## config.mk

```make
export PLATFORM = sky130hd
export DESIGN_NAME = icache_cfg
export DESIGN_NICKNAME = d
export VERILOG_FILES = /design/src/icache_cfg.sv
export SDC_FILE = /design/constraint.sdc
export NUM_CORES = 1
export LEC_CHECK = 0
export BUFFER_PORTS_ARGS = -buffer_cell sky130_fd_sc_hd__buf_2
export CAP_MARGIN = 20
export CORE_AREA = 2 2 39 41
export CTS_CLUSTER_DIAMETER = 30
export CTS_CLUSTER_SIZE = 30
export DETAILED_ROUTE_END_ITERATION = 12
export DIE_AREA = 0 0 41 43
export GPL_ROUTABILITY_DRIVEN = 0
export GPL_TIMING_DRIVEN = 1
export SYNTH_ARGS = -nofsm -noshare
export SYNTH_HDL_FRONTEND = slang
export SYNTH_SLANG_ARGS = --single-unit
```

## constraint.sdc

```tcl
create_clock -name clk_i -period 1.7 [get_ports clk_i]
set_input_delay 0.51 -clock clk_i [delete_from_list [all_inputs] [get_ports clk_i]]
set_output_delay 0.51 -clock clk_i [all_outputs]
set_load 0.02 [all_outputs]
```

## src/icache_cfg.sv

```systemverilog
//////////////////////////////////////////////////
// icache config: enable state and flush sequencer
// that clears every valid bit one set per cycle
//////////////////////////////////////////////////
`timescale 1ns/1ps
`default_nettype none

module icache_cfg #(
  parameter int unsigned NumSets = 64
) (
  input  wire logic                       clk_i,
  input  wire logic                       rst_ni,
  input  wire logic                       en_i,
  input  wire logic                       flush_i,
  input  wire logic                       ctrl_idle_i,
  output logic                            cache_en_o,
  output logic                            hold_o,
  output logic                            clear_o,
  output logic [$clog2(NumSets)-1:0]      clear_idx_o
);

  localparam int unsigned IdxW = $clog2(NumSets);

  typedef logic [IdxW-1:0] idx_t;

  logic cache_en_q;
  logic en_prev_q;
  // flush requested but not yet started
  logic pend_q;
  logic clearing_q;
  idx_t cnt_q;

  logic en_rise;
  logic start;
  logic last;

  // enabling a disabled cache has to go through a clear
  // a pending or running clear already samples en_i at its end
  assign en_rise = en_i & ~en_prev_q & ~cache_en_q & ~pend_q & ~clearing_q;

  // clear waits for the controller to drain
  assign start = pend_q & ctrl_idle_i & ~clearing_q;
  assign last  = clearing_q & (cnt_q == idx_t'(NumSets - 1));

  // dropping en_i switches the cache off in the same cycle
  assign cache_en_o  = cache_en_q & en_i;
  // hold goes up as soon as a request shows up
  assign hold_o      = pend_q | clearing_q | flush_i | en_rise;
  assign clear_o     = clearing_q;
  assign clear_idx_o = cnt_q;

  always_ff @(posedge clk_i or negedge rst_ni) begin
    if (!rst_ni) begin
      cache_en_q <= 1'b0;
      en_prev_q  <= 1'b0;
      // come out of reset with a clear queued
      pend_q     <= 1'b1;
      clearing_q <= 1'b0;
      cnt_q      <= '0;
    end else begin
      en_prev_q <= en_i;
      // new requests win over the start of a clear
      pend_q    <= (pend_q & ~start) | flush_i | en_rise;

      if (start) begin
        clearing_q <= 1'b1;
        cnt_q      <= '0;
      end else if (clearing_q) begin
        // counter wraps back to zero after the last set
        cnt_q <= cnt_q + 1'b1;
        if (last) begin
          clearing_q <= 1'b0;
        end
      end

      // enable state is only loaded at the end of a clear
      if (last) begin
        cache_en_q <= en_i;
      end else begin
        cache_en_q <= cache_en_q & en_i;
      end
    end
  end

endmodule

`default_nettype wire

```

After elaboration in Yosys (flattened, before gate mapping):

Index checks and enable logic that the tools add are counted.

* bitwise gates (word level): 19
* add/subtract/negate cells: 1
* reductions and logical operators: 1
* equal/unequal tests: 1
* multiplexer cells: 6

Operators by type and width (number)
* two-way mux 6 bit: 2
* AND 1 bit: 9
* adder 6 x 1 -> 6 bit (second input constant): 1
* equality test 6 bit (second input constant): 1
* NOT 1 bit: 5
* bitwise OR 1 bit: 5
* two-way mux 1 bit: 4
* nonzero test 2 bit: 1

* word-level logic and storage cells: 33
* register bits: 10
* output and inout port bits: 9

Longest topological paths before layout:

* word-level depth: 6
* mapped depth: 4
* gate-level depth less buffers: 4

Worst setup path after synthesis:

No wires, ideal clock.

* path type: reg-to-output
* from: register clearing_q, in the netlist clear_o
* to: output hold_o
* arrival time: 1.248 ns
* stages on the path, launching flop included: 3
* data required time: 1.190 ns
* setup slack: -0.058 ns
* buffers on the path: 1
* cell sequence: dfrtp_1 buf_6 or4_1

* longest elaborated chain between the ends: 3
* elaborated cells between the ends (all ways): 5
* classes of those cells: 5 x bitwise

RTL lines
* start: declaration: RTL line 30 `logic clearing_q;`
* start signal: assignment: RTL line 58 `clearing_q <= 1'b0;`
* start signal: assignment: RTL line 66 `clearing_q <= 1'b1;`
* start signal: assignment: RTL line 72 `clearing_q <= 1'b0;`
* bitwise OR 1 bit / NOT 1 bit (equally long branches): RTL line 48, 39
* bitwise OR 1 bit / AND 1 bit (equally long branches): RTL line 48, 39
* bitwise OR 1 bit (*): RTL line 48 `assign hold_o = pend_q | clearing_q | flush_i | en_rise;`
* end: declaration: RTL line 17 `output logic hold_o,`

Every way passes the cells marked *; elsewhere a longest branch is shown, timed or not.

Final worst setup path:

* from: input en_i
* to: output hold_o

* longest elaborated chain between the ends: 5

RTL lines
* start: declaration: RTL line 13 `input wire logic en_i,`
* AND 1 bit (4 in series): RTL line 39 `assign en_rise = en_i & ~en_prev_q & ~cache_en_q & ~pend_q & ~clearing_q;`
* bitwise OR 1 bit: RTL line 48

Every way passes these cells.

==> impl_metrics.ini <==
[status]
violations = setup timing
status = complete, but fails checks

[sta]
finalMaxSlewViolations = 0
holdWs_ns = 0.0884
rsz0062_at_grt = yes
fin_worst_skew_ns = 0.000349
clock.fmax_mhz = 554
worst_slack_ns = -0.105
slew_headroom_pct = 84.4
min_period_ns = 1.81
hold_violations = 0
finalSetupViolCount = 1
finalCritPeriodShare_pct = 106
tightest_slew_ns = 0.234

[power_and_ir_drop]
leakagePower_nw = 0.282
ir_drop_mv = 0.712
p_per_area_mw_per_mm2 = 1610

[drt]
drc = 0
avgViaCountPerCell = 4.86
drt_iter0_markers = 0
dr.pass1.iters = 1
wl_per_cell_um = 10.4
drt_wl_total_um = 814
ant_nets = 0
via_count = 379

[synthesis]
ys_seq_elements = 10
netlist_area_um2 = 448
syn_area_per_cell_um2 = 10.4
synthesis.nets = 49
yosys_warnings = 0
seq_area_frac_synth_pct = 56.1
synthCells = 43
yosysUniqueCellTypes = 19

[cts]
cts_tree = built
clkLatencyLatePin_ns = 0.27
numClockSinks = 10
cts_inserted_buffers = 3
path_clk_slew_ns = 0.07
clockBufferDepth = 2
htreeDepth = 1
ctsRootBufferMaster = clkbuf_4

[global_routing]
track_usage_pct = 11.7
grt_pass1_vias = 282
grt_pass1_wl_mm = 1.24
grt_remaining_overflow = 0
antenna_found_initial = 0
grt_max_degree = 12

[setup_path]
crit_end = hold_o
reg2reg_to = clear_idx_o[5]
end_kind = primary output
cp.arrival_ns = 1.30
critPathRequiredTime_ns = 1.19
crit_type = input port to primary output
crit_fanout = 2
rr_startpoint = pend_q
critical_path.startpoint_type = input port
rr_worst_depth = 4
crit_path_start = en_i
ff2ff_setup_slack_ns = 0.49

[die]
initial_core_util_pct = 32.4
die_h_um = 43
fp.coreArea_mm2 = 0.00138
dieArea_mm2 = 0.00176
pin_count = 14
row_count = 14
die_w_um = 41

[cells_and_area]
final_cell_mix = 11 x buf_2, 9 x dfrtp_1, 8 x nand2_1
drive_gt1_share_pct = 37.1
areaGrowthSynthToFinish_pct = 35.8
num-nets-final = 69
fillers = 132
layout_commonest_cell = buf_2
diodes = 0
utilization_pct = 43.9
finalInstanceArea_um2 = 608

[worst_hold_path]
min_path_type = input port to async pin

[place]
place_area_um2 = 541
port_buffers = 13
dp.final_hpwl_um = 615
pre_cts_slack_ns = -0.134

[job]
maxCapViolCount = 0
-- worst min-delay path by stage --
| stage | endpoint | slack (ns) |
|---|---|---|
| after detailed placement | clear_idx_o[3] | 0.38 |
| after floorplan | cache_en_q | 0.21 |
| after CTS | clear_idx_o[2] | 0.09 |
| after global placement | clear_idx_o[3] | 0.38 |
| final | clear_idx_o[2] | 0.09 |
| after global routing | clear_idx_o[1] | 0.1 |
-- area by class of cell --
cell class	instances	area, um^2	share of cell area [%]
flip-flops and latches	10	251	41.4
multi-input cells	32	200	32.9
repair buffers	16	100	16.5
clock buffers	4	36.3	5.97
well taps	16	20.0	3.29
-- sequential cells by signal, summed over array words and instances (netlist names) --
signal	flops
pend_q	1
clear_idx_o	6
cache_en_q	1
en_prev_q	1
clear_o	1
-- repair_timing --
item,in CTS,in global routing
gates resized for setup,5,0
setup endpoints to repair,1,1
buffers inserted,1,0
hold buffers,0,0
gates cloned,0,0
endpoints found under the hold margin,0,0
pin swaps,1,0
-- routing by layer --
layer | wire length, um | share of wire (%) | GRT usage, %
met1 | 399 | 49 | 16.1
met2 | 344 | 42 | 12.5
met3 | 35 | 4.3 | 3.14
met4 | 36 | 4.4 | 14.0
met5 | 0 | 0 | 0
-- report_power, final --
group / total [mW] / switching [mW] / internal [mW] / leakage [nW]
Clock: 0.214 / 0.0836 / 0.130 / 0.0210
Combinational: 0.361 / 0.208 / 0.153 / 0.144
Sequential: 0.402 / 0.0850 / 0.317 / 0.117
Total: 0.977 / 0.376 / 0.600 / 0.282
-- metrics by stage --
step | power [mW] | instances | TNS, ns
2_1_floorplan | 0.651 | 43 | 0
3_3_place_gp | 0.763 | 73 | -0.133
3_5_place_dp | 0.765 | 73 | -0.134
4_1_cts | 0.991 | 78 | -0.108
5_1_grt | 1.05 | 78 | -0.135
6_report | 0.977 | 78 | -0.105
-- Yosys cell counts, drive strengths merged --
cell | n | share of area [%]
and2 | 2 | 2.8
nand2 | 8 | 6.7
a21oi | 2 | 2.2
o31ai | 1 | 1.7
o211ai | 1 | 1.7
o21ai | 4 | 4.5
nor2 | 2 | 1.7
buf | 1 | 2.5
mux2i | 1 | 2.2
o21a | 1 | 1.7
xnor2 | 1 | 2.0
nand3b | 1 | 1.7
nand3 | 2 | 2.2
dfstp | 1 | 5.9
ha | 1 | 2.8
dfrtp | 9 | 50
or4 | 1 | 1.7
nand4 | 3 | 4.2
nor3b | 1 | 1.7
-- critical path, stage by stage --
cell and delay, ns:
buf_6 0.09, nor3b_4 0.14, or4_4 0.41, buf_6 0.14
-- kinds of logic after synthesis --
family	count (synthesis)	synth area share, %
muxes	1	2.23
buffers and inverters	1	2.51
AOI/OAI and AO/OA	9	11.7
and+or+nand+nor	20	22.6
adders and majority gates	1	2.79
xor gates and xnor gates	1	1.96
DFF	10	56.1
(Power assumes the default switching activity.)
