$ cat src/icache_pkg.sv
//////////////////////////////////////////////////
// icache shared types: widths, bus structs and the
// controller state encoding
//////////////////////////////////////////////////
`default_nettype none

package icache_pkg;

  // byte address and fetch word widths
  localparam int unsigned ADDR_W     = 32;
  localparam int unsigned WORD_W     = 32;

  // four words per line, so 16 bytes of offset
  localparam int unsigned LINE_WORDS = 4;
  localparam int unsigned OFFSET_W   = 4;

  typedef logic [ADDR_W-1:0]            addr_t;
  typedef logic [WORD_W-1:0]            word_t;
  // word 0 of a line sits in the low bits
  typedef logic [LINE_WORDS*WORD_W-1:0] line_t;

  // fetch unit request, lower two address bits are ignored
  typedef struct packed {
    logic  req;
    addr_t addr;
  } fetch_req_t;

  // one-cycle response, no back-pressure
  typedef struct packed {
    logic  valid;
    word_t data;
  } fetch_rsp_t;

  // wishbone classic master outputs (read only)
  typedef struct packed {
    logic  cyc;
    logic  stb;
    addr_t adr;
  } wb_req_t;

  // wishbone classic slave outputs
  typedef struct packed {
    logic  ack;
    word_t dat;
  } wb_rsp_t;

  // lookup / miss FSM
  typedef enum logic [1:0] {
    IDLE,
    LOOKUP,
    REFILL,
    FILL_WAIT
  } ctrl_state_e;

endpackage

`default_nettype wire

$ cat src/icache_refill.sv
//////////////////////////////////////////////////
// icache refill: wishbone classic read master for
// a four-beat line or a single word
//////////////////////////////////////////////////
`timescale 1ns/1ps
`default_nettype none

module icache_refill (
  input  wire logic               clk_i,
  input  wire logic               rst_ni,
  input  wire logic               start_i,
  input  wire icache_pkg::addr_t  addr_i,
  input  wire logic               single_i,
  output logic                    done_o,
  output icache_pkg::line_t       line_o,
  output icache_pkg::wb_req_t     wb_o,
  input  wire icache_pkg::wb_rsp_t wb_i
);

  import icache_pkg::*;

  localparam int unsigned BeatW  = $clog2(LINE_WORDS);
  localparam int unsigned LINE_W = LINE_WORDS * WORD_W;

  typedef logic [BeatW-1:0] beat_t;

  logic  cyc_q;
  logic  stb_q;
  logic  single_q;
  logic  done_q;
  beat_t beat_q;
  addr_t adr_q;
  // line buffer, held until the next start
  line_t line_q;

  logic  beat_ack;
  logic  last_ack;

  assign beat_ack = stb_q & wb_i.ack;
  assign last_ack = beat_ack & (single_q | (beat_q == beat_t'(LINE_WORDS - 1)));

  assign wb_o.cyc = cyc_q;
  assign wb_o.stb = stb_q;
  assign wb_o.adr = adr_q;
  assign done_o   = done_q;
  assign line_o   = line_q;

  //////////////////////////////////////////////////
  // bus sequencing
  //////////////////////////////////////////////////

  always_ff @(posedge clk_i or negedge rst_ni) begin
    if (!rst_ni) begin
      cyc_q    <= 1'b0;
      stb_q    <= 1'b0;
      single_q <= 1'b0;
      done_q   <= 1'b0;
      beat_q   <= '0;
      adr_q    <= '0;
    end else begin
      // done one cycle after the last ack
      done_q <= last_ack;
      if (start_i) begin
        cyc_q    <= 1'b1;
        stb_q    <= 1'b1;
        adr_q    <= addr_i;
        beat_q   <= '0;
        single_q <= single_i;
      end else if (beat_ack) begin
        // stb drops for a cycle after every ack
        stb_q <= 1'b0;
        if (last_ack) begin
          cyc_q <= 1'b0;
        end else begin
          beat_q <= beat_q + 1'b1;
          adr_q  <= adr_q + addr_t'(4);
        end
      end else if (cyc_q && !stb_q) begin
        // next beat of the line
        stb_q <= 1'b1;
      end
    end
  end

  // line beats shift in from the top, so word 0 ends low
  // a single word lands in its own slot
  always_ff @(posedge clk_i) begin
    if (beat_ack) begin
      if (single_q) begin
        line_q[adr_q[OFFSET_W-1:2]*WORD_W +: WORD_W] <= wb_i.dat;
      end else begin
        line_q <= {wb_i.dat, line_q[LINE_W-1:WORD_W]};
      end
    end
  end

endmodule

`default_nettype wire

$ cat config.mk
export PLATFORM = sky130hd
export DESIGN_NAME = icache_refill
export DESIGN_NICKNAME = d
export VERILOG_FILES = /design/src/icache_pkg.sv /design/src/icache_refill.sv
export SDC_FILE = /design/constraint.sdc
export NUM_CORES = 1
export LEC_CHECK = 0
export BUFFER_PORTS_ARGS = -buffer_cell sky130_fd_sc_hd__buf_2
export CAP_MARGIN = 20
export CORE_MARGIN = 8
export CORE_UTILIZATION = 52
export DETAILED_ROUTE_END_ITERATION = 8
export PLACE_DENSITY = 0.88
export SYNTH_ARGS = -nofsm -noshare
export SYNTH_HDL_FRONTEND = slang
export SYNTH_SLANG_ARGS = --single-unit
export TNS_END_PERCENT = 50
$ cat constraint.sdc
create_clock -name clk_i -period 3.7 [get_ports clk_i]
set_clock_uncertainty 0.1 [all_clocks]
set_input_delay 0.74 -clock clk_i [delete_from_list [all_inputs] [get_ports clk_i]]
set_output_delay 0.74 -clock clk_i [all_outputs]
set_load 0.02 [all_outputs]
Word level (Yosys, flattened, before mapping)
Cells that the tools add are included.
{"block": "op_classes", "n_eq_ne": 2, "bitwise": 3, "n_mux": 14, "n_reduce_logical": 7, "add_sub_neg": 3, "shifts": 2}
{"op": "bitwise mux 128 bit", "count": 1}
{"op": "two-way mux 128 bit", "count": 1}
{"op": "variable shift 32 x 34 -> 128 bit, first input constant", "count": 1}
{"op": "variable part select 32 x 34 -> 128 bit", "count": 1}
{"op": "two-way mux 32 bit", "count": 3}
{"op": "negation 7 -> 34 bit", "count": 1}
{"op": "adder 32 x 3 -> 32 bit, second input constant", "count": 1}
{"op": "two-way mux 1 bit", "count": 6}
{"op": "two-way mux 2 bit", "count": 3}
{"op": "AND reduction 2 bit", "count": 2}
{"op": "nonzero test 2 bit", "count": 2}
{"op": "nonzero test 3 bit", "count": 1}
{"op": "adder 2 x 1 -> 2 bit, second input constant", "count": 1}
{"op": "bitwise AND 1 bit", "count": 2}
{"op": "== test 2 bit, second input constant", "count": 1}
{"op": "!= test 2 bit, second input constant", "count": 1}
{"op": "logical AND 1 bit", "count": 1}
{"op": "zero test 1 bit", "count": 1}
{"op": "OR 1 bit", "count": 1}
{"block": "word_totals", "reg_bits": 166, "out_inout_bits": 163, "inputBits": 69, "wordCells": 38}

Depth between registers and ports, before layout
{"block": "logic_depth", "depth_word": 6, "ltp_mapped": 8, "mapped_depth_nobuf": 6}

Least setup slack after synthesis
No wires, ideal clock.
{"block": "synth_path", "path_type": "register to register", "start": "reg, netlist name adr_q[2]", "end": "reg line_q[64] (netlist: line_o[64]), enable pin", "n_path_buf": 0, "setup_time_ns": 0.432, "arrival_time_ns": 2.491, "synth_period_minus_slack_ns": 3.023, "slack_ns": 0.677, "t_required_ns": 3.168, "stages_incl_launch_ff": 5, "cell_sequence": "dfrtp_1 > inv_1 > ha_1 > inv_1 > a21oi_1"}
{"element": "end signal: indexed assignment", "line_no": "icache_refill.sv:90", "rtl": "line_q[adr_q[OFFSET_W-1:2]*WORD_W +: WORD_W] <= wb_i.dat;"}
{"element": "end signal: assignment", "line_no": "icache_refill.sv:92", "rtl": "line_q <= {wb_i.dat, line_q[LINE_W-1:WORD_W]};"}
{"element": "end: declaration", "line_no": "icache_refill.sv:34", "rtl": "line_t line_q;"}

Worst setup path after layout
{"block": "layout_path", "start": "reg single_q", "end": "reg adr_q[17]"}
{"block": "layout_via", "elab_chain_len": 4}
{"element": "start: declaration", "line_no": "icache_refill.sv:29", "rtl": "logic single_q;"}
{"element": "start signal: assignment", "line_no": "icache_refill.sv:68", "rtl": "single_q <= single_i;"}
{"element": "OR 1 bit", "line_no": "icache_refill.sv:40", "rtl": "assign last_ack = beat_ack & (single_q | (beat_q == beat_t'(LINE_WORDS - 1)));"}
{"element": "bitwise AND 1 bit", "line_no": "icache_refill.sv:40"}
{"element": "!= test 2 bit (no line)"}
{"element": "AND reduction 2 bit (no line)"}
{"element": "end signal: assignment", "line_no": "icache_refill.sv:66", "rtl": "adr_q <= addr_i;"}
{"element": "end signal: assignment", "line_no": "icache_refill.sv:76", "rtl": "adr_q <= adr_q + addr_t'(4);"}
{"element": "end: declaration", "line_no": "icache_refill.sv:32", "rtl": "addr_t adr_q;"}
No other way between the ends.
A chain may end at the register's enable or synchronous reset.

==> flow_summary.ini <==
[outcome]
status = completed

[clocking]
clk_pin_slew_ps = 70
cts-root-buf = clkbuf_16
htree_levels = 4
ctsHoldBuffers = 0
tritoncts = yes
cts_resized = 0
post_cts.repair.setup_buffers = 0
clk_latency_ps = 430
clock_sinks = 166
cts_buffers = 17
cts.path.max_buffers = 2

[placement]
dp_hpwl_microns = 15500
globalplace.congestion = 0.842
port_buffers = 231
dp_slack_ps = 968

[synthesis]
synth_top_family_by_area = simple AND/OR/NAND/NOR gates
synthFlopType = edfxtp_1
avgSynthCellArea_sq_um = 10.4
yosys.area_share.adder_pct = 1.14
synth-simple-area-share_pct = 16.0
syn-num-nets = 810
synthDistinctLibCells = 48
seq_area_frac_synth_pct = 62.6
syn-cell-area_sq_mm = 0.00766
synth-xor-area-share_pct = 1.03
ys_async_sr_fraction_pct = 22.9
synth-edff-count = 128
synth_cells = 734
synth_compound_area_share_pct = 11.0
ys_warn_count = 0
muxShareOfSynthArea_pct = 0.572
synth-seq-cells = 166

[sta]
period_share_pct = 70.6
final.setup.tns_ps = 0
max_freq_mhz = 383
setup_ws_ps = 1090
rsz0062_at_grt = false
worst_pin_slew_ps = 969
setup_viol = 0
holdWs_ps = 319
slew_headroom_pct = 35.3
final_hold_viol_count = 0
slew_violations = 0
fin_crit_ps = 2610

[critical_path]
critPathMaxStageDelay_ps = 650
cp_max_fo = 27
path_cells = nor4bb_2, nand4_1, o31a_2, o31a_1
crit_type = register to register
worstPathRequired_ps = 3920
worst_path_dominant_cell_family = simple AND/OR/NAND/NOR gates
timing.critical_path.buf_inv = 0
worst_path_max_delay_cell = nor4bb_2
cp.arrival_ps = 2830
start_kind = register
cp-end-kind = register

[job]
maxCapViolCount = 0

[die]
start_util_pct = 52.9
die_h_microns = 137
rows = 44
core_sq_mm = 0.0145
die_x_microns = 137
io_pins = 232
die_area_sq_mm = 0.0189

[drt]
drt-initial-drc-count = 545
via_count = 6329
detail-route-antenna-nets = 0
drt_pass1_iterations = 5
post-route-drc-count = 0
wire_per_inst_microns = 18.4
viasPerCell = 5.51
drt_wl_total_microns = 21200

[grt]
grt_max_degree = 80
grt_pass1_wl_microns = 32300
grt_pass1_vias = 6124
grt_usage_pct = 22.3
antenna_found_initial = 0
gr-total-overflow = 0

[min_path]
hp-class = primary input to async pin

[layout]
layout-drive-gt1-share_pct = 29.7
area_growth_pct = 25.0
n_antenna_cell = 0
utilization_pct = 66.1
nets = 1028

[pwr]
total_power_mw = 4.80
power.density_mw_per_mm2 = 502
ir_drop_uv = 308
leakagePower_nw = 4.11
-- cells by family after synthesis --
kind of cell    after synthesis
simple gates                247
xor+xnor                      9
mux                           4
buf+inv                     149
fa+ha+maj                     7
compound gates              152
flops                       166
-- cell type report --
cell class                 instances  area [sq um]
fill                            1055          4910
sequential                       166          4800
multi-input combinational        419          2330
timing repair buffer             241          1250
clock buffer                      18           429
inverter                         107           402
tap                              184           230
clock inverter                    14           125
-- through the flow --
step | cell area [sq um] | instances
floorplan | 7660 | 734
global placement | 8980 | 1116
detailed placement | 8980 | 1116
CTS | 9540 | 1148
global route | 9570 | 1149
finish | 9570 | 1149
-- sequential cells by signal, summed over array words and instances, names as in the netlist --
name / count
done_o: 1
stb_q: 1
adr_q: 32
beat_q: 2
single_q: 1
line_o: 128
cyc_q: 1
-- routing by layer --
metal / share of wire [%] / vias to the layer above / track usage, %
li1: - / 2949 / -
met1: 36 / 2937 / 25.2
met2: 49 / 402 / 38.1
met3: 13 / 41 / 7.66
met4: 2.4 / 0 / 8.57
met5: 0 / - / 0
-- cell usage after synthesis (4+ instances only) --
| cell type | n | share of area (%) |
|---|---|---|
| nand4_1 | 10 | 0.82 |
| nor3_1 | 4 | 0.26 |
| and4_1 | 5 | 0.57 |
| nand2_1 | 119 | 5.8 |
| dfrtp_1 | 38 | 12 |
| o31ai_1 | 8 | 0.78 |
| o21ai_0 | 115 | 7.5 |
| nor2_1 | 19 | 0.93 |
| a31oi_1 | 11 | 0.90 |
| xnor2_1 | 4 | 0.46 |
| edfxtp_1 | 128 | 50 |
| nand3_1 | 19 | 1.2 |
| nor2b_1 | 4 | 0.33 |
| a21oi_1 | 4 | 0.26 |
| ha_1 | 7 | 1.1 |
| clkbuf_1 | 33 | 1.6 |
| inv_1 | 107 | 5.2 |
| and3_1 | 4 | 0.33 |
| xor2_1 | 5 | 0.57 |
| or4_1 | 12 | 1.2 |
| and2_1 | 35 | 2.9 |
| nor4_1 | 4 | 0.33 |
-- path summary, 6_finish.rpt --
| path | startpoint | slack (ps) | cells past startpoint | to |
|---|---|---|---|---|
| max | single_q | 1090 | 4 | adr_q[17] |
| min | rst_ni | 320 | 1 | adr_q[20] |
| max reg2reg | single_q | 1090 | 4 | adr_q[17] |
| min reg2reg | adr_q[1] | 400 | 1 | adr_q[1] |
| max in group asynchronous | rst_ni | 2590 | 1 | single_q |
| min in group clk_i | adr_q[1] | 400 | 1 | adr_q[1] |
-- power breakdown --
group / switching, mW / internal (mW) / leakage, nW
sequential: 0.119 / 2.22 / 1.67
combinational: 0.541 / 0.251 / 2.18
clock: 0.738 / 0.931 / 0.264
-- layout by cell type, fill, tap and decap left out, types with 5 or more instances in the layout --
master and n:
buf_2 231, buf_4 9, nor2_1 18, nand2_1 119, o31ai_1 8, inv_1 107, a31oi_1 11, edfxtp_1 128
nand3_1 19, or4_1 12, nand4_1 10, clkbuf_16 17, dfrtp_1 37, and2_1 35, xor2_1 5, ha_1 7
o21ai_0 115, and4_1 5
(Power assumes the default switching activity.)
