### src/icache_repl.sv
//////////////////////////////////////////////////
// icache replacement: first invalid way or LFSR
//////////////////////////////////////////////////
`timescale 1ns/1ps
`default_nettype none

module icache_repl #(
  parameter int unsigned NumWays = 4
) (
  input  wire logic               clk_i,
  input  wire logic               rst_ni,
  input  wire logic [NumWays-1:0] valid_i,
  input  wire logic               advance_i,
  output logic [NumWays-1:0]      victim_o
);

  localparam int unsigned WayW = $clog2(NumWays);

  typedef logic [NumWays-1:0] way_t;
  typedef logic [WayW-1:0]    way_idx_t;
  typedef logic [7:0]         lfsr_t;

  lfsr_t    lfsr_q;
  way_t     first_inv;
  way_idx_t rnd_idx;
  logic     all_valid;

  assign all_valid = &valid_i;

  // lowest-numbered invalid way, as a one-hot
  always_comb begin
    first_inv = '0;
    for (int w = NumWays - 1; w >= 0; w--) begin
      if (!valid_i[w]) begin
        first_inv = way_t'(1) << w;
      end
    end
  end

  // fold the LFSR state onto the way range
  assign rnd_idx  = way_idx_t'(lfsr_q % NumWays);
  assign victim_o = all_valid ? (way_t'(1) << rnd_idx) : first_inv;

  // x^8 + x^6 + x^5 + x^4 + 1, maximal length
  // steps only when a full set gets a new line
  always_ff @(posedge clk_i or negedge rst_ni) begin
    if (!rst_ni) begin
      lfsr_q <= 8'h01;
    end else if (advance_i && all_valid) begin
      lfsr_q <= {lfsr_q[6:0], ^(lfsr_q & 8'hB8)};
    end
  end

endmodule

`default_nettype wire

### config.mk
export PLATFORM = sky130hd
export DESIGN_NAME = icache_repl
export DESIGN_NICKNAME = d
export VERILOG_FILES = /design/src/icache_repl.sv
export SDC_FILE = /design/constraint.sdc
export NUM_CORES = 1
export LEC_CHECK = 0
export BUFFER_PORTS_ARGS = -buffer_cell sky130_fd_sc_hd__buf_2
export CAP_MARGIN = 20
export CORE_AREA = 2 2 39 41
export DETAILED_ROUTE_END_ITERATION = 8
export DIE_AREA = 0 0 41 43
export HOLD_SLACK_MARGIN = 0.02
export PLACE_DENSITY_LB_ADDON = 0.15
export SLEW_MARGIN = 10
export SYNTH_ARGS = -nofsm -noshare
export SYNTH_HDL_FRONTEND = slang
export SYNTH_SLANG_ARGS = --single-unit
export TNS_END_PERCENT = 5
### constraint.sdc
create_clock -name clk_i -period 1 [get_ports clk_i]
set_input_delay 0.2 -clock clk_i [delete_from_list [all_inputs] [get_ports clk_i]]
set_output_delay 0.2 -clock clk_i [all_outputs]
set_load 0.01 [all_outputs]
-- Word level (Yosys, flattened, before mapping)
Index checks and enable logic that the tools add are counted.
- register bits: 8
- output and inout bits: 4
- logic and storage cells: 10
- shifts and indexed selects: 1
- muxes and demuxes: 5
- reductions and logical operators: 3
- operators with widths (cell ; count):
    4-bit two-way mux ; 5
    8-bit XOR reduction ; 1
    4-bit AND reduction ; 1
    1-bit by 2-bit left shift with 4-bit output (first input constant) ; 1
    1-bit logical AND ; 1

-- Depth between registers and ports, before layout
Gate-level depths: netlist of the first run.
- depth in word-level cells: 5
- mapped depth: 3
- mapped depth without buffers: 3

-- Least setup slack after synthesis of the first run
Ideal clock, no wire load.
- kind: reg-to-output
- start point: reg lfsr_q[0]
- end point: out victim_o[1]
- arrival time: 0.922 ns
- path slack: -0.122 ns
- cell stages (with the launch flop): 3
- buffers on the path: 0
- path through: dfstp_2 nand4b_1 a21boi_0
- word-level cells in the longest chain between the ends: 2
- RTL lines (what ; RTL line ; RTL):
    start, declared ; 23 ; lfsr_t lfsr_q;
    start signal, assigned ; 50 ; lfsr_q <= {lfsr_q[6:0], ^(lfsr_q & 8'hB8)};
    1-bit by 2-bit left shift with 4-bit output ; 42 ; assign victim_o = all_valid ? (way_t'(1) << rnd_idx) : first_inv;
    4-bit two-way mux ; 42 ;
    end, declared ; 14 ; output logic [NumWays-1:0] victim_o
Every way passes these cells.

-- Worst setup path in the final report of the first run
Same ends and word-level chain as after synthesis.

==> impl_table.tex, run 1 <==
\begin{tabular}{lr}
\hline
Metric & Value \\
\hline
\multicolumn{2}{l}{\textbf{Run status}} \\
\quad Status & complete, but fails checks \\
\quad Violated checks & negative setup slack \\
\multicolumn{2}{l}{\textbf{Synthesis}} \\
\quad Mean instance size in the synthesized netlist & 12.83 um2 \\
\quad Share of the yosys chip area belonging to registers & 50.63\% \\
\quad Proportion of netlist area held by the largest area contributor & 44.03\% \\
\quad Cell with the most instances after synthesis & sky130\_fd\_sc\_hd\_\_mux2\_2 \\
\quad Total of flip-flops plus latches after synthesis & 8 \\
\quad Share of synthesized registers carrying an async set or reset & 100.0\% \\
\quad Biggest area consumer among synthesized cells & sky130\_fd\_sc\_hd\_\_dfrtp\_1 \\
\quad Main synth FF type & sky130\_fd\_sc\_hd\_\_dfrtp\_1 \\
\quad Largest cells by area after synthesis & sky130\_fd\_sc\_hd\_\_dfrtp\_1, sky130\_fd\_sc\_hd\_\_mux2\_2, sky130\_fd\_sc\_hd\_\_dfstp\_2 \\
\quad Total standard cell area after synthesis & 397.9 um2 \\
\quad Count of warnings emitted by yosys & 0 \\
\quad Post-synth net total & 38 \\
\quad Post-synth EDFFs & 0 \\
\quad Cell count after synthesis & 31 \\
\quad Cell types with the highest counts after synthesis & sky130\_fd\_sc\_hd\_\_mux2\_2, sky130\_fd\_sc\_hd\_\_dfrtp\_1, sky130\_fd\_sc\_hd\_\_nand2\_1 \\
\quad Post-synthesis cell type count & 13 \\
\multicolumn{2}{l}{\textbf{Global routing}} \\
\quad Pin count of the biggest net entering global routing & 9 \\
\quad Overall routing resource usage & 11.19\% \\
\quad Number of global-route vias before repair & 313 \\
\quad Remaining global-route overflow & 0 \\
\quad Number of antenna violations at the first check in global routing & 0 \\
\quad Wire length of the first global-routing pass & 1311 um \\
\multicolumn{2}{l}{\textbf{Routing}} \\
\quad Detailed-route wire length on metal 1 & 258 um \\
\quad Average vias per placed instance & 4.632 \\
\quad Number of vias after detailed routing & 315 \\
\quad Sum of met2 wire segment lengths after detailed routing & 498 um \\
\quad Remaining design rule violation count & 0 \\
\quad Routed Wire Length & 762 um \\
\quad Routed length on met3 & 5 um \\
\quad Detail Route Antenna Nets & 0 \\
\quad Router iterations before antenna repair & 2 \\
\quad Iteration-0 DRC Markers & 3 \\
\quad Max Used Layer & met3 \\
\quad WL/cell & 11.21 um \\
\multicolumn{2}{l}{\textbf{Clock tree}} \\
\quad Clock Path Buffers & 2 \\
\quad Post-CTS setup buffer count & 0 \\
\quad Cell at the root of the clock tree & sky130\_fd\_sc\_hd\_\_clkbuf\_4 \\
\quad Clock latency on the worst-skew pair & 250 ps \\
\quad Number of sinks handled by clock tree synthesis & 8 \\
\quad Reg clk slew, reported paths & 60 ps \\
\quad Clock tree from TritonCTS & done \\
\quad TritonCTS Buffers & 3 \\
\quad Clock H-tree levels & 1 \\
\multicolumn{2}{l}{\textbf{Cells and area}} \\
\quad Flip-flop count of the largest register, all copies and words added & 8 \\
\quad Share of final-layout standard cells stronger than drive strength 1 & 61.54\% \\
\quad Layout filler cell count & 136 \\
\quad Number of nets in the final layout & 60 \\
\quad Post-Layout Cell Count & 68 \\
\quad Top register by number of flip-flops & lfsr\_q \\
\quad Final core area utilization & 40.51\% \\
\quad Number of antenna diodes & 0 \\
\quad Area added between synthesis and finish & 40.88\% \\
\quad Largest registers & lfsr\_q: 8 flops \\
\multicolumn{2}{l}{\textbf{Setup path}} \\
\quad R2r endpoint & lfsr\_q[0] \\
\quad Kind of launch point of the worst setup path & register \\
\quad Max Fanout on Critical Path & 5 \\
\quad Worst EP required & 800 ps \\
\quad Nature of the critical path endpoint & output pin \\
\quad Setup slack of the most critical reg-to-reg path & -30 ps \\
\quad Worst Path Class, Setup & register to output pin \\
\quad Worst reg2reg startpoint & lfsr\_q[3] \\
\quad R2R cell count & 3 \\
\quad Arrival time of data at the critical path endpoint & 1170 ps \\
\quad Critical path startpoint & lfsr\_q[0] \\
\quad Crit path capture & victim\_o[1] \\
\multicolumn{2}{l}{\textbf{Floorplanning}} \\
\quad Placement row count & 14 \\
\quad Ports placed on the boundary & 11 \\
\quad Die extent in x & 41 um \\
\quad DIE AREA & 1763 um2 \\
\quad Die Span Y & 43 um \\
\quad Initial core utilization & 28.75\% \\
\quad Area inside the core boundary & 1384 um2 \\
\multicolumn{2}{l}{\textbf{Timing}} \\
\quad Final sum of negative setup slack & -1345 ps \\
\quad Clock period minus worst slack & 1367 ps \\
\quad Max-slew headroom & 83.67\% \\
\quad Clock tree skew after final layout & 8.138 ps \\
\quad Final setup violation count & 5 \\
\quad Crit path setup slack, layout & -366.7 ps \\
\quad Crit share post-route & 136.7\% \\
\quad Setup repair after global routing missed its margin & true \\
\quad Hold violation count in the final report & 0 \\
\quad Highest Clock Rate & 0.7317 GHz \\
\quad Number of max-slew violations in the final report & 0 \\
\quad Slew at the pin closest to its max-slew limit & 244.4 ps \\
\multicolumn{2}{l}{\textbf{Power}} \\
\quad Pwr/cell area & 1147 nW/um2 \\
\quad Total net switching power & 0.1361 mW \\
\quad Clk network pwr share & 39.6\% \\
\quad Power share of the combinational group & 10.0\% \\
\quad Switching share of power & 21.16\% \\
\quad Internal power & 0.5070 mW \\
\quad Proportion of power drawn by flip-flops and latches & 50.4\% \\
\quad Max VDD drop & 0.6451 mV \\
\quad Static leakage & 0.2730 nW \\
\multicolumn{2}{l}{\textbf{Placement}} \\
\quad Final estimated routing congestion in global placement & 0.5972 \\
\quad Input/output buffers & 10 \\
\quad Number of cells after detailed placement & 63 \\
\quad DP Wirelength & 634.7 um \\
\multicolumn{2}{l}{\textbf{Flow run}} \\
\quad Number of max-capacitance violations reported & 0 \\
\multicolumn{2}{l}{\textbf{Worst hold path}} \\
\quad Path category of the worst min-delay check & input port to asynchronous set/reset pin \\
\hline
\end{tabular}
per-layer routing:
metal | global-route usage (%) | vias to the layer above
met5 | 0 | -
met4 | 8.000 | 0
met3 | 0 | 0
met2 | 20.00 | 1
met1 | 11.41 | 160
li1 | - | 154
cell type report:
type                       instances  area (um2)  share of cell area, %
sequential                         8       201.4                  35.94
tap                               16       20.02                  3.571
clock buffer                       4       26.28                  4.687
timing repair buffer              17       105.1                  18.75
multi-input combinational         23       207.7                  37.05
worst min path at each step:
stage	end	slack, ps	cells past startpoint
finish	lfsr_q[6]	310	2
global route	lfsr_q[6]	340	2
CTS	lfsr_q[6]	300	2
detailed placement	lfsr_q[6]	40	1
global placement	lfsr_q[5]	40	1
floorplan	lfsr_q[1]	-100	0
worst max-delay path, cell delays in order (launching register included):
cell                       delay (ps)
sky130_fd_sc_hd__dfstp_2          550
sky130_fd_sc_hd__nand4b_1         110
sky130_fd_sc_hd__a21boi_2         130
sky130_fd_sc_hd__buf_2            130
cells in the final DEF, fill, tap and decap left out:
master,count
sky130_fd_sc_hd__nand3b_1,1
sky130_fd_sc_hd__dlygate4sd3_1,1
sky130_fd_sc_hd__a21oi_1,1
sky130_fd_sc_hd__dfrtp_1,7
sky130_fd_sc_hd__clkbuf_4,3
sky130_fd_sc_hd__mux2_2,7
sky130_fd_sc_hd__dfstp_2,1
sky130_fd_sc_hd__a21oi_2,1
sky130_fd_sc_hd__o21ai_1,1
sky130_fd_sc_hd__a21boi_2,1
sky130_fd_sc_hd__buf_4,6
sky130_fd_sc_hd__xor2_1,1
sky130_fd_sc_hd__nand2_1,3
sky130_fd_sc_hd__nor2_4,1
sky130_fd_sc_hd__clkbuf_1,1
sky130_fd_sc_hd__nand3_2,1
sky130_fd_sc_hd__nand4b_1,2
sky130_fd_sc_hd__mux2_4,1
sky130_fd_sc_hd__xnor2_1,2
sky130_fd_sc_hd__buf_2,10
cells by family (layout without fill, tap and decap cells):
kind of cell | after synthesis | after routing | synth area share (%)
compound gates | 4 | 4 | 5.660
xor+xnor | 3 | 3 | 6.605
buf+inv | 0 | 21 | 0
flops | 8 | 8 | 50.63
mux | 8 | 8 | 22.64
simple gates | 8 | 8 | 14.47
through the flow:
stage / total power, mW / cell area [um2] / setup slack (ps) / hold WS, ps
floorplan: 0.3488 / 405.4 / -9.301 / -95.59
global placement: 0.3875 / 520.5 / -137.7 / 37.84
detailed placement: 0.3910 / 520.5 / -178.3 / 44.21
CTS: 0.6608 / 560.5 / -385.1 / 302.9
global route: 0.6906 / 560.5 / -462.6 / 337.3
finish: 0.6431 / 560.5 / -366.7 / 306.0
power groups by stage:
stage / sequential, mW / clock (mW) / combinational, mW
4_1_cts: 0.324 / 0.271 / 0.0650
2_1_floorplan: 0.330 / 0 / 0.0190
6_report: 0.324 / 0.255 / 0.0640
3_3_place_gp: 0.330 / 0 / 0.0578
3_5_place_dp: 0.330 / 0 / 0.0614
5_1_grt: 0.324 / 0.296 / 0.0708
repair_timing:
item                                    in CTS  in global routing
resized for setup                            2                  0
pin swaps                                    3                  1
hold buffers                                 1                  0
endpoints found under the setup margin       5                  5
endpoints found under the hold margin        8                  0
Power figures use the tool's default switching activity.
==> run 2: changes to the inputs <==
--- a/config.mk
+++ b/config.mk
@@ -12,6 +12,7 @@
 export DIE_AREA = 0 0 41 43
 export HOLD_SLACK_MARGIN = 0.02
 export PLACE_DENSITY_LB_ADDON = 0.15
+export SKIP_CTS_REPAIR_TIMING = 1
 export SLEW_MARGIN = 10
 export SYNTH_ARGS = -nofsm -noshare
 export SYNTH_HDL_FRONTEND = slang
==> run 2 against run 1 <==
Effect of this change:
- the run still ends with negative setup slack left
- cell count unchanged
- hold slack about the same
- critical endpoint unchanged
- design area decreased by 0.67%
- critical path type unchanged
- clock power about the same
- clock-buffer cell count unchanged
- sequential power about the same
==> impl_table.tex, run 2 (synthesized netlist as in run 1, its figures left out) <==
\begin{tabular}{lr}
\hline
Metric & Value \\
\hline
\multicolumn{2}{l}{\textbf{Run status}} \\
\quad Status & complete, but fails checks (unchanged) \\
\quad Violated checks & negative setup slack (unchanged) \\
\multicolumn{2}{l}{\textbf{Routing}} \\
\quad Number of vias after detailed routing & 313 (was 315) \\
\quad WL/cell & 11.04 um (was 11.21 um) \\
\quad Remaining design rule violation count & 0 (unchanged) \\
\quad Iteration-0 DRC Markers & 1 (was 3) \\
\quad Routed Wire Length & 751 um (was 762 um) \\
\quad Detail Route Antenna Nets & 0 (unchanged) \\
\quad Average vias per placed instance & 4.603 (was 4.632) \\
\quad Router iterations before antenna repair & 2 (unchanged) \\
\multicolumn{2}{l}{\textbf{Floorplanning}} \\
\quad Area inside the core boundary & 1384 um2 (unchanged) \\
\quad Placement row count & 14 (unchanged) \\
\quad Die Span Y & 43 um (unchanged) \\
\quad Initial core utilization & 28.75\% (unchanged) \\
\quad DIE AREA & 1763 um2 (unchanged) \\
\quad Ports placed on the boundary & 11 (unchanged) \\
\quad Die extent in x & 41 um (unchanged) \\
\multicolumn{2}{l}{\textbf{Clock tree}} \\
\quad Clock latency on the worst-skew pair & 250 ps (about the same) \\
\quad Number of sinks handled by clock tree synthesis & 8 (unchanged) \\
\quad Clock Path Buffers & 2 (unchanged) \\
\quad Clock tree from TritonCTS & done (unchanged) \\
\quad Cell at the root of the clock tree & sky130\_fd\_sc\_hd\_\_clkbuf\_4 (unchanged) \\
\quad Clock H-tree levels & 1 (unchanged) \\
\quad TritonCTS Buffers & 3 (unchanged) \\
\quad Reg clk slew, reported paths & 60 ps (about the same) \\
\multicolumn{2}{l}{\textbf{Placement}} \\
\quad Number of cells after detailed placement & 63 (unchanged) \\
\quad Post-Place Setup Slack & -178.3 ps (unchanged) \\
\quad Input/output buffers & 10 (unchanged) \\
\quad Final estimated routing congestion in global placement & 0.5972 (unchanged) \\
\quad DP Wirelength & 634.7 um (unchanged) \\
\multicolumn{2}{l}{\textbf{Cells and area}} \\
\quad Top library cells by usage in the layout, fill and taps aside & sky130\_fd\_sc\_hd\_\_buf\_2, sky130\_fd\_sc\_hd\_\_mux2\_2, sky130\_fd\_sc\_hd\_\_dfrtp\_1 (unchanged) \\
\quad Final core area utilization & 40.24\% (was 40.51\%) \\
\quad Commonest non-fill, non-tap cell in the layout & sky130\_fd\_sc\_hd\_\_buf\_2 (unchanged) \\
\quad Flip-flop count of the largest register, all copies and words added & 8 (unchanged) \\
\quad Post-Layout Cell Count & 68 (unchanged) \\
\quad Area added between synthesis and finish & 39.94\% (was 40.88\%) \\
\quad Number of nets in the final layout & 60 (unchanged) \\
\quad Share of final-layout standard cells stronger than drive strength 1 & 61.54\% (unchanged) \\
\quad Top register by number of flip-flops & lfsr\_q (unchanged) \\
\quad Number of antenna diodes & 0 (unchanged) \\
\quad Layout filler cell count & 136 (unchanged) \\
\quad Largest registers & lfsr\_q: 8 flops (unchanged) \\
\multicolumn{2}{l}{\textbf{Setup path}} \\
\quad Worst reg2reg startpoint & lfsr\_q[3] (unchanged) \\
\quad R2R cell count & 3 (unchanged) \\
\quad Worst Path Class, Setup & register to output pin (unchanged) \\
\quad Nature of the critical path endpoint & output pin (unchanged) \\
\quad Kind of launch point of the worst setup path & register (unchanged) \\
\quad Setup slack of the most critical reg-to-reg path & -30 ps (about the same) \\
\quad Max Fanout on Critical Path & 5 (unchanged) \\
\quad R2r endpoint & lfsr\_q[0] (unchanged) \\
\quad Worst EP required & 800 ps (about the same) \\
\quad Arrival time of data at the critical path endpoint & 1170 ps (about the same) \\
\multicolumn{2}{l}{\textbf{Global routing}} \\
\quad Overall routing resource usage & 11.19\% (unchanged) \\
\quad Number of antenna violations at the first check in global routing & 0 (unchanged) \\
\quad Pin count of the biggest net entering global routing & 9 (unchanged) \\
\quad Remaining global-route overflow & 0 (unchanged) \\
\quad Wire length of the first global-routing pass & 1311 um (unchanged) \\
\quad Number of global-route vias before repair & 316 (was 313) \\
\multicolumn{2}{l}{\textbf{Timing}} \\
\quad Clock period minus worst slack & 1367 ps (about the same) \\
\quad Highest Clock Rate & 0.7317 GHz (about the same) \\
\quad Final setup violation count & 5 (unchanged) \\
\quad Slew at the pin closest to its max-slew limit & 227.5 ps (was 244.4 ps) \\
\quad Clock tree skew after final layout & 8.138 ps (unchanged) \\
\quad Crit share post-route & 136.7\% (about the same) \\
\quad Setup repair after global routing missed its margin & true (unchanged) \\
\quad Number of max-slew violations in the final report & 0 (unchanged) \\
\quad Crit path setup slack, layout & -366.8 ps (was -366.7 ps) \\
\quad Hold violation count in the final report & 0 (unchanged) \\
\quad Final worst hold slack & 306.1 ps (was 306.0 ps) \\
\quad Max-slew headroom & 84.80\% (was 83.67\%) \\
\quad Final sum of negative setup slack & -1352 ps (was -1345 ps) \\
\multicolumn{2}{l}{\textbf{Power}} \\
\quad Pwr/cell area & 1155 nW/um2 (was 1147 nW/um2) \\
\quad Static leakage & 0.2720 nW (was 0.2730 nW) \\
\quad Max VDD drop & 0.6451 mV (unchanged) \\
\multicolumn{2}{l}{\textbf{Flow run}} \\
\quad Number of max-capacitance violations reported & 0 (unchanged) \\
\multicolumn{2}{l}{\textbf{Worst hold path}} \\
\quad Path category of the worst min-delay check & input port to asynchronous set/reset pin (unchanged) \\
\hline
\end{tabular}
-- run 2: worst max path at each step --
stage | start | end | slack [ps] | cells after the start
6_report | lfsr_q[0] | victim_o[1] | -370 | 3
5_1_grt | lfsr_q[0] | victim_o[1] | -460 | 3
4_1_cts | lfsr_q[0] | victim_o[1] | -390 | 3
3_5_place_dp | valid_i[1] | lfsr_q[7] | -180 | 4
3_3_place_gp | valid_i[1] | lfsr_q[2] | -140 | 4
2_1_floorplan | lfsr_q[0] | victim_o[1] | -9 | 2
-- run 2: routing by layer --
| layer | share of wire, % | wire (um) | global-route usage (%) |
|---|---|---|---|
| met5 | 0 | 0 | 0 |
| met2 | 66 | 494 | 20.00 |
| met4 | 0 | 0 | 8.000 |
| met1 | 33 | 251 | 11.41 |
| met3 | 0.67 | 5 | 0 |
-- run 2: cell type report --
class                           count  area, um2  area share [%]
Sequential cell                     8      201.4           36.18
Tap cell                           16      20.02           3.596
Clock buffer                        4      26.28           4.719
Multi-Input combinational cell     23      203.9           36.63
Timing Repair Buffer               17      105.1           18.88
-- run 2: where the power goes --
part | switching (mW) | internal, mW | leakage (nW)
combinational | 0.0334 | 0.0304 | 0.149
clock | 0.103 | 0.152 | 0.0150
sequential | 0 | 0.324 | 0.108
total | 0.136 | 0.507 | 0.272
-- run 2: metrics by stage --
stage,power (mW),cell area [um2]
finish,0.6429,556.8
global route,0.6904,556.8
CTS,0.6573,546.8
detailed placement,0.3910,520.5
global placement,0.3875,520.5
floorplan,0.3488,405.4
-- run 2: worst max-delay path, cell delays in order (launching register included) --
cell	delay, ps
sky130_fd_sc_hd__dfstp_2	550
sky130_fd_sc_hd__nand4b_1	110
sky130_fd_sc_hd__a21boi_2	130
sky130_fd_sc_hd__buf_2	130
